==> src/source/isa_pkg.sv <==
// integer ISA of the simple ALU lane: word and immediate widths, shift amount, opcodes
`default_nettype none

package isa_pkg;

	localparam int unsigned DATA_WIDTH  = 32;  // architectural word
	localparam int unsigned IMM_WIDTH   = 16;  // instruction immediate
	localparam int unsigned SHAMT_WIDTH = $clog2(DATA_WIDTH);
	localparam int unsigned NUM_OPS     = 29;  // opcodes are dense from zero

	typedef logic [DATA_WIDTH-1:0]  data_t;
	typedef logic [IMM_WIDTH-1:0]   imm_t;
	typedef logic [SHAMT_WIDTH-1:0] shamt_t;

	typedef enum logic [5:0] {
		OP_ADD = 6'd0,
		OP_ADDI,
		OP_ADDU,
		OP_ADDIU,
		OP_SUB,
		OP_SUBU,
		OP_MFHI,
		OP_MTHI,
		OP_MFLO,
		OP_MTLO,
		OP_AND,
		OP_ANDI,
		OP_OR,
		OP_ORI,
		OP_XOR,
		OP_XORI,
		OP_NOR,
		OP_SLL,
		OP_SLLV,
		OP_SRL,
		OP_SRLV,
		OP_SRA,
		OP_SRAV,
		OP_SLT,
		OP_SLTI,
		OP_SLTU,
		OP_SLTIU,
		OP_LUI,
		OP_NOP    // last member, NUM_OPS-1
	} alu_op_e;

endpackage

`default_nettype wire

==> src/source/exec_pkg.sv <==
// execution flag layout produced by the ALU and registered at writeback
`default_nettype none

package exec_pkg;

	localparam int unsigned EXEC_FLAGS = 6;

	// bit positions inside exec_flags_t
	localparam int unsigned FLAG_MISPRED = 0;  // never set, no branches here
	localparam int unsigned FLAG_EXCEPT  = 1;  // signed overflow
	localparam int unsigned FLAG_EXEC    = 2;
	localparam int unsigned FLAG_MEM     = 3;  // never set, no loads or stores
	localparam int unsigned FLAG_DEST    = 4;  // result goes to a register
	localparam int unsigned FLAG_CTRL    = 5;  // never set

	typedef logic [EXEC_FLAGS-1:0] exec_flags_t;

endpackage

`default_nettype wire

==> src/source/payload_if.sv <==
// registered instruction payload from the operand stage to the ALU
`timescale 1ns/1ps
`default_nettype none

interface payload_if #(
	parameter int unsigned TAG_WIDTH = 6
);
	import isa_pkg::*;

	logic                 valid;
	alu_op_e              op;
	data_t                src_a;
	data_t                src_b;  // extended immediate or data2
	shamt_t               shamt;
	logic [TAG_WIDTH-1:0] tag;

	modport src_mp (output valid, op, src_a, src_b, shamt, tag);
	modport alu_mp (input valid, op, src_a, src_b, shamt, tag);

endinterface

`default_nettype wire

==> src/source/result_if.sv <==
// ALU result, flags and HI/LO write enables headed for writeback
`timescale 1ns/1ps
`default_nettype none

interface result_if #(
	parameter int unsigned TAG_WIDTH = 6
);
	import isa_pkg::*;
	import exec_pkg::*;

	logic                 valid;
	data_t                result;
	exec_flags_t          flags;
	logic [TAG_WIDTH-1:0] tag;
	logic                 hi_we;  // MTHI
	logic                 lo_we;  // MTLO

	modport alu_mp (output valid, result, flags, tag, hi_we, lo_we);
	modport wb_mp  (input valid, result, flags, tag, hi_we, lo_we);

endinterface

`default_nettype wire

==> src/source/operand_stage.sv <==
// issue register: extends the immediate and picks operand B and the shift amount
`timescale 1ns/1ps
`default_nettype none

module operand_stage #(
	parameter int unsigned TAG_WIDTH = 6
) (
	input  logic                 clk,
	input  logic                 rst_n_i,
	input  logic                 valid_i,
	input  isa_pkg::alu_op_e     op_i,
	input  isa_pkg::data_t       data1_i,
	input  isa_pkg::data_t       data2_i,
	input  isa_pkg::imm_t        immd_i,
	input  logic [TAG_WIDTH-1:0] tag_i,
	payload_if.src_mp            payload
);
	import isa_pkg::*;

	localparam int unsigned EXT_WIDTH = DATA_WIDTH - IMM_WIDTH;

	data_t  imm_sext;
	data_t  imm_zext;
	data_t  src_a_d;
	data_t  src_b_d;
	shamt_t shamt_d;

	assign imm_sext = {{EXT_WIDTH{immd_i[IMM_WIDTH-1]}}, immd_i};
	assign imm_zext = {{EXT_WIDTH{1'b0}}, immd_i};

	always_comb
	begin
		src_a_d = data1_i;
		src_b_d = data2_i;
		shamt_d = immd_i[SHAMT_WIDTH-1:0];  // constant shift forms
		case (op_i)
			OP_ADDI, OP_ADDIU, OP_SLTI:
				src_b_d = imm_sext;
			OP_ANDI, OP_ORI, OP_XORI, OP_SLTIU:
				src_b_d = imm_zext;
			OP_SLLV, OP_SRLV, OP_SRAV:
			begin
				src_a_d = data2_i;  // value to shift is rt
				shamt_d = data1_i[SHAMT_WIDTH-1:0];
			end
			OP_LUI:
				src_b_d = {immd_i, {EXT_WIDTH{1'b0}}};
			default:
				src_b_d = data2_i;
		endcase
	end

	always_ff @(posedge clk)
	begin
		if (!rst_n_i)
			payload.valid <= 1'b0;
		else
			payload.valid <= valid_i;
	end

	always_ff @(posedge clk)
	begin
		payload.op    <= op_i;
		payload.src_a <= src_a_d;
		payload.src_b <= src_b_d;
		payload.shamt <= shamt_d;
		payload.tag   <= tag_i;
	end

	// issue logic must never send an opcode outside the defined set
	a_issue_op_defined: assert property (@(posedge clk) disable iff (!rst_n_i)
		valid_i |-> (int'(op_i) < int'(NUM_OPS)))
		else $error("operand_stage: undefined opcode %0h issued", op_i);

endmodule

`default_nettype wire

==> src/source/simple_alu.sv <==
// combinational integer ALU: result and execution flags for each opcode
`timescale 1ns/1ps
`default_nettype none

module simple_alu (
	payload_if.alu_mp      payload,
	input  isa_pkg::data_t hi_i,
	input  isa_pkg::data_t lo_i,
	result_if.alu_mp       res
);
	import isa_pkg::*;
	import exec_pkg::*;

	localparam int unsigned MSB = DATA_WIDTH - 1;

	data_t       sum;
	data_t       diff;
	logic        add_ovf;
	logic        sub_ovf;
	logic        lt_signed;
	logic        lt_unsigned;
	data_t       result;
	exec_flags_t flags;
	logic        hi_we;
	logic        lo_we;

	assign sum  = payload.src_a + payload.src_b;
	assign diff = payload.src_a - payload.src_b;

	// same-sign operands whose sum flips sign
	assign add_ovf = (payload.src_a[MSB] == payload.src_b[MSB]) &&
		(sum[MSB] != payload.src_a[MSB]);
	// opposite-sign operands, difference takes the sign of b
	assign sub_ovf = (payload.src_a[MSB] != payload.src_b[MSB]) &&
		(diff[MSB] != payload.src_a[MSB]);

	assign lt_signed   = $signed(payload.src_a) < $signed(payload.src_b);
	assign lt_unsigned = payload.src_a < payload.src_b;

	always_comb
	begin
		result = '0;
		hi_we  = 1'b0;
		lo_we  = 1'b0;
		flags[FLAG_MISPRED] = 1'b0;
		flags[FLAG_EXCEPT]  = 1'b0;
		flags[FLAG_EXEC]    = 1'b1;
		flags[FLAG_MEM]     = 1'b0;
		flags[FLAG_DEST]    = 1'b1;
		flags[FLAG_CTRL]    = 1'b0;
		case (payload.op)
			OP_ADD, OP_ADDI:
			begin
				result             = sum;
				flags[FLAG_EXCEPT] = add_ovf;
			end
			OP_ADDU, OP_ADDIU:
				result = sum;  // unsigned forms never trap
			OP_SUB:
			begin
				result             = diff;
				flags[FLAG_EXCEPT] = sub_ovf;
			end
			OP_SUBU:
				result = diff;
			OP_MFHI:
				result = hi_i;
			OP_MFLO:
				result = lo_i;
			OP_MTHI:
			begin
				result           = payload.src_a;
				hi_we            = 1'b1;
				flags[FLAG_DEST] = 1'b0;  // writes HI, not the register file
			end
			OP_MTLO:
			begin
				result           = payload.src_a;
				lo_we            = 1'b1;
				flags[FLAG_DEST] = 1'b0;
			end
			OP_AND, OP_ANDI:
				result = payload.src_a & payload.src_b;
			OP_OR, OP_ORI:
				result = payload.src_a | payload.src_b;
			OP_XOR, OP_XORI:
				result = payload.src_a ^ payload.src_b;
			OP_NOR:
				result = ~(payload.src_a | payload.src_b);
			OP_SLL, OP_SLLV:
				result = payload.src_a << payload.shamt;
			OP_SRL, OP_SRLV:
				result = payload.src_a >> payload.shamt;
			OP_SRA, OP_SRAV:
				result = $signed(payload.src_a) >>> payload.shamt;
			OP_SLT, OP_SLTI:
				result = data_t'(lt_signed);
			OP_SLTU, OP_SLTIU:
				result = data_t'(lt_unsigned);
			OP_LUI:
				result = payload.src_b;  // immediate already in the upper half
			OP_NOP:
				flags[FLAG_DEST] = 1'b0;
			default:
				flags = '0;  // undefined opcode, nothing executed
		endcase
	end

	assign res.valid  = payload.valid;
	assign res.result = result;
	assign res.flags  = flags;
	assign res.tag    = payload.tag;
	assign res.hi_we  = hi_we;
	assign res.lo_we  = lo_we;

	// a registered instruction must decode to a defined opcode
	always_comb
	begin
		if (payload.valid)
			a_valid_executed: assert final (flags[FLAG_EXEC] && !flags[FLAG_MISPRED])
				else $error("simple_alu: bad flags %0h for op %0h", flags, payload.op);
	end

endmodule

`default_nettype wire

==> src/source/writeback_stage.sv <==
// writeback register for result, flags and tag, plus the HI and LO registers
`timescale 1ns/1ps
`default_nettype none

module writeback_stage #(
	parameter int unsigned TAG_WIDTH = 6
) (
	input  logic                  clk,
	input  logic                  rst_n_i,
	result_if.wb_mp               res,
	output isa_pkg::data_t        hi_o,
	output isa_pkg::data_t        lo_o,
	output logic                  wb_valid_o,
	output isa_pkg::data_t        wb_result_o,
	output exec_pkg::exec_flags_t wb_flags_o,
	output logic [TAG_WIDTH-1:0]  wb_tag_o
);
	import exec_pkg::*;

	always_ff @(posedge clk)
	begin
		if (!rst_n_i)
		begin
			wb_valid_o  <= 1'b0;
			wb_result_o <= '0;
			wb_flags_o  <= '0;
			wb_tag_o    <= '0;
		end
		else
		begin
			wb_valid_o <= res.valid;
			if (res.valid)
			begin
				wb_result_o <= res.result;
				wb_flags_o  <= res.flags;
				wb_tag_o    <= res.tag;
			end
		end
	end

	// HI/LO written on the same edge as the result, so the next MF sees it
	always_ff @(posedge clk)
	begin
		if (!rst_n_i)
		begin
			hi_o <= '0;
			lo_o <= '0;
		end
		else
		begin
			if (res.valid && res.hi_we)
				hi_o <= res.result;
			if (res.valid && res.lo_we)
				lo_o <= res.result;
		end
	end

	// only MTHI or MTLO write HI/LO, one at a time and never the register file
	a_hilo_write_no_dest: assert property (@(posedge clk) disable iff (!rst_n_i)
		(res.valid && (res.hi_we || res.lo_we)) |->
			(!(res.hi_we && res.lo_we) && !res.flags[FLAG_DEST]))
		else $error("writeback_stage: HI/LO write with flags %0h", res.flags);

endmodule

`default_nettype wire

==> src/source/simple_exec_top.sv <==
// integer execution lane: operand stage, ALU and writeback stage
`timescale 1ns/1ps
`default_nettype none

module simple_exec_top #(
	parameter int unsigned TAG_WIDTH = 6
) (
	input  logic                  clk,
	input  logic                  rst_n_i,
	input  logic                  issue_valid_i,
	input  isa_pkg::alu_op_e      issue_op_i,
	input  isa_pkg::data_t        issue_data1_i,
	input  isa_pkg::data_t        issue_data2_i,
	input  isa_pkg::imm_t         issue_immd_i,
	input  logic [TAG_WIDTH-1:0]  issue_tag_i,
	output logic                  wb_valid_o,
	output isa_pkg::data_t        wb_result_o,
	output exec_pkg::exec_flags_t wb_flags_o,
	output logic [TAG_WIDTH-1:0]  wb_tag_o
);
	import isa_pkg::*;

	data_t hi;  // architectural HI, read by MFHI
	data_t lo;

	payload_if #(.TAG_WIDTH(TAG_WIDTH)) payload_bus ();
	result_if  #(.TAG_WIDTH(TAG_WIDTH)) result_bus ();

	operand_stage #(.TAG_WIDTH(TAG_WIDTH)) operand_stage_inst (
		.clk     (clk),
		.rst_n_i (rst_n_i),
		.valid_i (issue_valid_i),
		.op_i    (issue_op_i),
		.data1_i (issue_data1_i),
		.data2_i (issue_data2_i),
		.immd_i  (issue_immd_i),
		.tag_i   (issue_tag_i),
		.payload (payload_bus.src_mp)
	);

	simple_alu simple_alu_inst (
		.payload (payload_bus.alu_mp),
		.hi_i    (hi),
		.lo_i    (lo),
		.res     (result_bus.alu_mp)
	);

	writeback_stage #(.TAG_WIDTH(TAG_WIDTH)) writeback_stage_inst (
		.clk         (clk),
		.rst_n_i     (rst_n_i),
		.res         (result_bus.wb_mp),
		.hi_o        (hi),
		.lo_o        (lo),
		.wb_valid_o  (wb_valid_o),
		.wb_result_o (wb_result_o),
		.wb_flags_o  (wb_flags_o),
		.wb_tag_o    (wb_tag_o)
	);

endmodule

`default_nettype wire

==> config.mk <==
export PLATFORM = sky130hd
export DESIGN_NAME = simple_exec_top
export DESIGN_NICKNAME = d
export VERILOG_FILES = /design/src/source/isa_pkg.sv /design/src/source/exec_pkg.sv /design/src/source/payload_if.sv /design/src/source/result_if.sv /design/src/source/operand_stage.sv /design/src/source/simple_alu.sv /design/src/source/writeback_stage.sv /design/src/source/simple_exec_top.sv
export SDC_FILE = /design/constraint.sdc
export NUM_CORES = 1
export LEC_CHECK = 0
export ABC_CLOCK_PERIOD_IN_PS = 7800
export BUFFER_PORTS_ARGS = -buffer_cell sky130_fd_sc_hd__buf_2
export CELL_PAD_IN_SITES_DETAIL_PLACEMENT = 1
export CELL_PAD_IN_SITES_GLOBAL_PLACEMENT = 2
export CORE_MARGIN = 2
export CORE_UTILIZATION = 39
export CTS_CLUSTER_SIZE = 8
export DETAILED_ROUTE_END_ITERATION = 6
export PLACE_DENSITY = 0.95
export SLEW_MARGIN = 5
export SYNTH_ARGS = -nofsm -noshare
export SYNTH_HDL_FRONTEND = slang
export SYNTH_SLANG_ARGS = --single-unit
==> constraint.sdc <==
create_clock -name clk -period 7.8 [get_ports clk]
set_input_delay 0.78 -clock clk [delete_from_list [all_inputs] [get_ports clk]]
set_output_delay 0.78 -clock clk [all_outputs]
set_load 0.01 [all_outputs]
==> results.yml, run 1 <==
outcome:
  status: "finished, violations left"
  violations: "design-rule violations"
yosys:
  syn_avg_cell_area_um2: 7.799
  synth_area_um2: 16600
  synth_flop_cell: "dfxtp_1"
  synth_area_leader_cell: "dfxtp_1"
  synthCells: 2128
  yosys-top-cells-area: "dfxtp_1, ha_1, mux4_2, nor2_1, a21oi_1"
  synth_common_cells: "nor2_1, a21oi_1, dfxtp_1"
  synth-edff-count: 0
  synth_cell_types: 93
  yosysMostFrequentCell: "nor2_1"
  synth_top_area_frac: 0.2268
  synthArstFlopShare: 0
  synth_warnings: 0
  ys_seq_elements: 188
  ys_seq_area_frac: 0.2268
power_and_ir_drop:
  p_per_area_nw_per_um2: 169.6
  peakVddDrop_v: 0.0001592
  power_mw: 3.051
  leakage_nw: 7.335
cells_and_area:
  area_growth_syn_to_layout_pct: 8.391
  drive_above_1_share: 0.1644
  fin_nets: 2345
  final_util: 0.4288
  fin_cells: 2693
  final_area_um2: 17990
clocking:
  clk_pin_slew_ns: 0.08
  cts_sinks: 188
  cts_tree: "built"
  cts_hold_buf: 0
  cts-root-buf: "clkbuf_16"
  cts_max_level: 4
  worstSkewPairLatency_ns: 0.50
  cts_buffers: 17
  cts_resized: 0
  post_cts_buffers: 0
  clockBufferDepth: 2
sta:
  setup_viol: 0
  clock.fmax_mhz: 218.1
  maxSlewHeadroom: 0.1990
  rsz0062_at_grt: "false"
  min_period_ns: 4.585
  whs_ns: 0.3859
  finClkSkew_ns: 0.02051
  finalCritPeriodShare: 0.5878
  worstMarginPinSlew_ns: 1.197
  fin_tns_setup_ns: 0
  slew_violations: 0
  setup_ws_ns: 3.215
  hold_violations: 0
die:
  rows: 75
  pin_count: 140
  die_x_um: 210.3
  initial_core_util: 0.3956
  die_y_um: 210.3
  fp.dieArea_um2: 44220
  coreArea_um2: 41950
global_routing:
  grt_pass1_wl_um: 121900
  grt_start_max_net_pins: 69
  antenna_found_initial: 1
  gr-total-overflow: 0
  grt_pass1_vias: 18010
  grt_usage: 0.3768
setup_path:
  reg2reg_to: "writeback_stage_inst.wb_result_o[26]$_SDFFE_PN0P_"
  crit_fanout: 9
  arrival_ns: 4.94
  worstPathRequired_ns: 8.15
  r2r_slack_ns: 3.22
  critPathCaptureType: "flop"
  path_class: "flop to flop"
  start_kind: "flop"
  r2r-start: "operand_stage_inst.payload.src_a[0]$_DFF_P_"
  r2r_cells: 12
hold_path:
  min_from: "issue_tag_i[0]"
  min_path_cells: 1
  min_to: "operand_stage_inst.payload.tag[0]$_DFF_P_"
  worstHoldPathType: "input pin to flop"
run:
  max_cap_viol_count: 0
detailed_routing:
  vias_per_cell: 6.765
  drt_iter0_drc: 2826
  drtPass1Iterations: 7
  drc: 4
  wirelength_um: 83680
  detail_route.wl_per_cell_um: 31.07
  ant_nets: 0
  vias: 18220
place:
  placed_cells: 2660
  gp_congestion: 1.043
  hpwl_um: 63690
  postPlaceCellArea_um2: 17440
  preCtsSetupSlack_ns: 3.354
  portBuffers: 136
-- registers in the layout, indices dropped and copies added (netlist names) --
name                              flops
writeback_stage_inst.lo_o            32
writeback_stage_inst.hi_o            32
writeback_stage_inst.wb_valid_o       1
writeback_stage_inst.wb_flags_o       3
operand_stage_inst.payload.tag        6
operand_stage_inst.payload.shamt      5
writeback_stage_inst.wb_tag_o         6
operand_stage_inst.payload.valid      1
operand_stage_inst.payload.src_a     32
writeback_stage_inst.wb_result_o     32
operand_stage_inst.payload.src_b     32
operand_stage_inst.payload.op         6
-- area by class of cell --
class	count	area [µm²]
fill	5137	23960
multi-input combinational	1648	11590
sequential	188	3775
timing repair buffer	179	1003
tap	539	674.4
clock buffer	18	439.2
inverter	106	397.9
clock inverter	14	110.1
antenna	1	2.502
-- critical path, cell delays in order (launching register included) --
cell and delay (ns):
dfxtp_1 0.58, ha_1 0.33, inv_1 0.09, fa_1 0.43
nor2b_1 0.27, o2111ai_1 0.21, a311o_1 0.50, o21ai_2 0.42
o211ai_1 0.30, a21oi_1 0.33, mux2i_1 0.13, a2111oi_0 0.68
a21oi_1 0.14
-- routing by layer --
metal	part of all wire	vias up	track usage	wire, µm
li1	-	7916	-	-
met1	0.40	8994	0.4961	33770
met2	0.42	1075	0.5564	35560
met3	0.11	230	0.1015	9378
met4	0.059	2	0.2133	4953
met5	0.00016	-	0	13
-- logic make-up (layout without fill, tap and decap cells) --
logic type	after synthesis	after routing	share of synthesized area
adder cells (fa/ha/maj)	110	110	0.08384
XOR/XNOR	9	9	0.004750
multiplexers	157	157	0.1421
flip-flops	188	188	0.2268
AO/OA/AOI/OAI	686	686	0.2783
other	1	4	0.0002260
AND/OR/NAND/NOR	683	683	0.1855
buffers and inverters	294	317	0.07848
-- worst max-delay path by stage --
stage,depth (start not counted),end,start,slack [ns]
after detailed placement,12,writeback_stage_inst.wb_result_o[26]$_SDFFE_PN0P_,operand_stage_inst.payload.src_a[0]$_DFF_P_,3.35
final,12,writeback_stage_inst.wb_result_o[26]$_SDFFE_PN0P_,operand_stage_inst.payload.src_a[0]$_DFF_P_,3.22
after global placement,12,writeback_stage_inst.wb_result_o[26]$_SDFFE_PN0P_,operand_stage_inst.payload.src_a[0]$_DFF_P_,3.44
after global routing,12,writeback_stage_inst.wb_result_o[31]$_SDFFE_PN0P_,operand_stage_inst.payload.src_a[13]$_DFF_P_,3.18
after floorplan,11,writeback_stage_inst.lo_o[21]$_SDFFE_PN0P_,operand_stage_inst.payload.src_a[14]$_DFF_P_,4.82
after CTS,12,writeback_stage_inst.wb_result_o[26]$_SDFFE_PN0P_,operand_stage_inst.payload.src_a[0]$_DFF_P_,3.31
-- power breakdown --
| group | switching (mW) | internal (mW) | total [mW] |
|---|---|---|---|
| Combinational | 0.688 | 0.368 | 1.06 |
| Sequential | 0.114 | 1.01 | 1.12 |
| Clock | 0.454 | 0.422 | 0.876 |
-- placed cells by master (no fill, tap or decap), drive strengths merged, types with 18 or more instances in the layout --
cell / n
a21oi: 198
mux2i: 53
mux2: 46
buf: 179
nand2: 176
dfxtp: 188
o21ai: 135
o211ai: 24
inv: 111
nor2: 263
a222oi: 28
a211oi: 64
nand3: 82
clkbuf: 18
a22oi: 24
nor3: 59
ha: 108
a221oi: 21
mux4: 58
Note: power is estimated with default switching activity, not from simulation.
==> run 2, diff against run 1 <==
Settings changed: ABC_AREA from default to 1, ABC_CLOCK_PERIOD_IN_PS 7800 to 4000, CORE_UTILIZATION 39 to 29, PLACE_DENSITY 0.95 to 0.89.
Clock period 7.8 ns to 4 ns, I/O delays scaled along.
==> run 2 against run 1 <==
The flow now finishes without violations. Combinational power rose by 130%. Via count rose by 27%. Setup slack got worse by 2.6 ns. Area after synthesis is 9.1% higher. First-iteration DRC count fell by 3.4%. Global-route usage fell by 4.7 points. Clock power increased by 110%. Synthesized cell count increased by 52%. Sequential power is 89% higher.
==> results.yml, run 2 <==
run:
  max_cap_viol_count: 0
yosys:
  synth_common_cells: "nand2_1, nand3_1, inv_1"
  synth_flop_cell: "dfxtp_1"
  synth_top_area_frac: 0.2078
  synth_warnings: 0
  syn_avg_cell_area_um2: 5.613
  yosys-top-cells-area: "dfxtp_1, nand2_1, nand3_1, inv_1, nor2_1"
  synth_area_leader_cell: "dfxtp_1"
  synthArstFlopShare: 0
  yosysMostFrequentCell: "nand2_1"
  synth-edff-count: 0
  ys_seq_elements: 188
  ys_seq_area_frac: 0.2078
  synth_cell_types: 49
  synthCells: 3227
  synth_area_um2: 18110
detailed_routing:
  met3_length_um: 11690
  top_layer_used: "met5"
  met2_length_um: 44120
  ant_nets: 0
  wirelength_met1_um: 44040
  wirelength_um: 107200
  drt_iter0_drc: 2729
  drtPass1Iterations: 6
  drc: 0
  vias: 23050
  detail_route.wl_per_cell_um: 25.66
  vias_per_cell: 5.518
global_routing:
  antenna_found_initial: 6
  gr-total-overflow: 0
  grt_start_max_net_pins: 75
  grt_pass1_vias: 22020
  grt_pass1_wl_um: 152300
  grt_usage: 0.3299
sta:
  finClkSkew_ns: 0.02277
  worstMarginPinSlew_ns: 1.151
  whs_ns: 0.01350
  fin_tns_setup_ns: 0
  clock.fmax_mhz: 291.2
  setup_ws_ns: 0.5657
  min_period_ns: 3.434
  setup_viol: 0
  slew_violations: 0
  maxSlewHeadroom: 0.2315
  finalCritPeriodShare: 0.8586
  hold_violations: 0
  rsz0062_at_grt: "false"
power_and_ir_drop:
  internal_power_mw: 3.595
  leakage_nw: 10.74
  pwr-share-seq: 0.332
  p_per_area_nw_per_um2: 311.3
  power_mw: 6.385
  power_switching_mw: 2.790
  pwr-share-clk: 0.290
  power_frac_comb: 0.378
  switching_share: 0.4370
  peakVddDrop_v: 0.0003199
setup_path:
  worstPathRequired_ns: 4.41
  path_class: "flop to flop"
  start_kind: "flop"
  crit_fanout: 6
  critPathCaptureType: "flop"
  arrival_ns: 3.85
cells_and_area:
  final_common_cell: "nand2_1"
  final_area_um2: 20510
  register_area_um2: 3769
  mostFrequentLayoutCells: "nand2_1, nand3_1, inv_1"
  drive_above_1_share: 0.09320
  fin_cells: 4177
  final_util: 0.3324
  area_growth_syn_to_layout_pct: 13.26
  fin_nets: 3529
  n_fill_cell: 8518
  multi_input_area_um2: 11990
die:
  pin_count: 140
  coreArea_um2: 61710
  fp.dieArea_um2: 64470
  rows: 91
  die_y_um: 253.9
  die_x_um: 253.9
  initial_core_util: 0.2935
place:
  gp_congestion: 1.067
  postPlaceCellArea_um2: 19900
  hpwl_um: 86930
  placed_cells: 4140
  portBuffers: 136
  preCtsSetupSlack_ns: 0.7486
clocking:
  clk_pin_slew_ns: 0.08
  worstSkewPairLatency_ns: 0.51
  cts_max_level: 4
  cts_sinks: 188
  cts_resized: 0
  clockBufferDepth: 2
  cts_buffers: 17
  cts-root-buf: "clkbuf_16"
  cts_tree: "built"
outcome:
  status: "completed"
hold_path:
  worstHoldPathType: "input pin to flop"
## run 2: cell count changes after synthesis, moves of 46 or more
cell / before / now
a211oi_1: 61 / 0
a21oi_1: 197 / 114
inv_1: 102 / 427
mux2_2: 46 / 0
mux2i_1: 53 / 0
mux4_2: 57 / 0
nand2_1: 176 / 924
nand3_1: 82 / 489
nand4_1: 17 / 100
nor2_1: 263 / 362
## run 2: power by group through the flow
stage / combinational (mW) / clock, mW / sequential, mW
floorplan: 1.41 / 0 / 2.08
global placement: 2.30 / 0 / 2.15
detailed placement: 2.32 / 0 / 2.15
CTS: 2.33 / 1.86 / 2.11
global route: 2.60 / 1.95 / 2.12
finish: 2.41 / 1.85 / 2.12
## run 2: worst max-delay path, cell delays in order (launching register included)
cell	delay, ns
dfxtp_1	0.51
ha_1	0.37
inv_1	0.13
fa_1	0.43
nor2_1	0.14
nor3_1	0.08
nor4_1	0.87
nand3_1	0.31
nor2_1	0.26
nand3_1	0.11
nand2_1	0.09
inv_1	0.04
## run 2: per-layer routing
metal,track usage,vias to the layer above
li1,-,10590
met4,0.2018,4
met5,0,-
met3,0.08215,251
met1,0.4328,11040
met2,0.4828,1160
## run 2: final timing paths
check / cells after the start / to / start / slack, ns
setup reg to reg: 11 / writeback_stage_inst.wb_result_o[2]$_SDFFE_PN0P_ / operand_stage_inst.payload.src_a[0]$_DFF_P_ / 0.57
setup / recovery: 11 / writeback_stage_inst.wb_result_o[2]$_SDFFE_PN0P_ / operand_stage_inst.payload.src_a[0]$_DFF_P_ / 0.57
hold reg to reg: 2 / writeback_stage_inst.wb_tag_o[3]$_SDFFE_PN0P_ / operand_stage_inst.payload.tag[3]$_DFF_P_ / 0.46
hold / removal: 1 / operand_stage_inst.payload.tag[5]$_DFF_P_ / issue_tag_i[5] / 0.01
## run 2: cell families (layout without fill, tap and decap cells)
group / count (synthesis) / after routing / synth area share
flops: 188 / 188 / 0.2078
xor+xnor: 1 / 1 / 0.0004836
compound gates: 370 / 370 / 0.1177
buf+inv: 600 / 708 / 0.1312
other cells: 1 / 6 / 0.0002070
simple gates: 1957 / 1957 / 0.4658
fa+ha+maj: 110 / 110 / 0.07682
## run 2: repair_timing
item	4_1_cts	5_1_grt
endpoints found under the hold margin	1	1
setup buffers	0	0
hold buffers	1	1
## run 2: area by class of cell
| cell class | count | area share |
|---|---|---|
| multi-input combinational | 2441 | 0.5845 |
| sequential | 188 | 0.1837 |
| inverter | 444 | 0.08124 |
| timing repair buffer | 232 | 0.07038 |
| tap | 837 | 0.05105 |
| clock buffer | 21 | 0.02244 |
| clock inverter | 11 | 0.006343 |
| antenna | 3 | 0.0003659 |
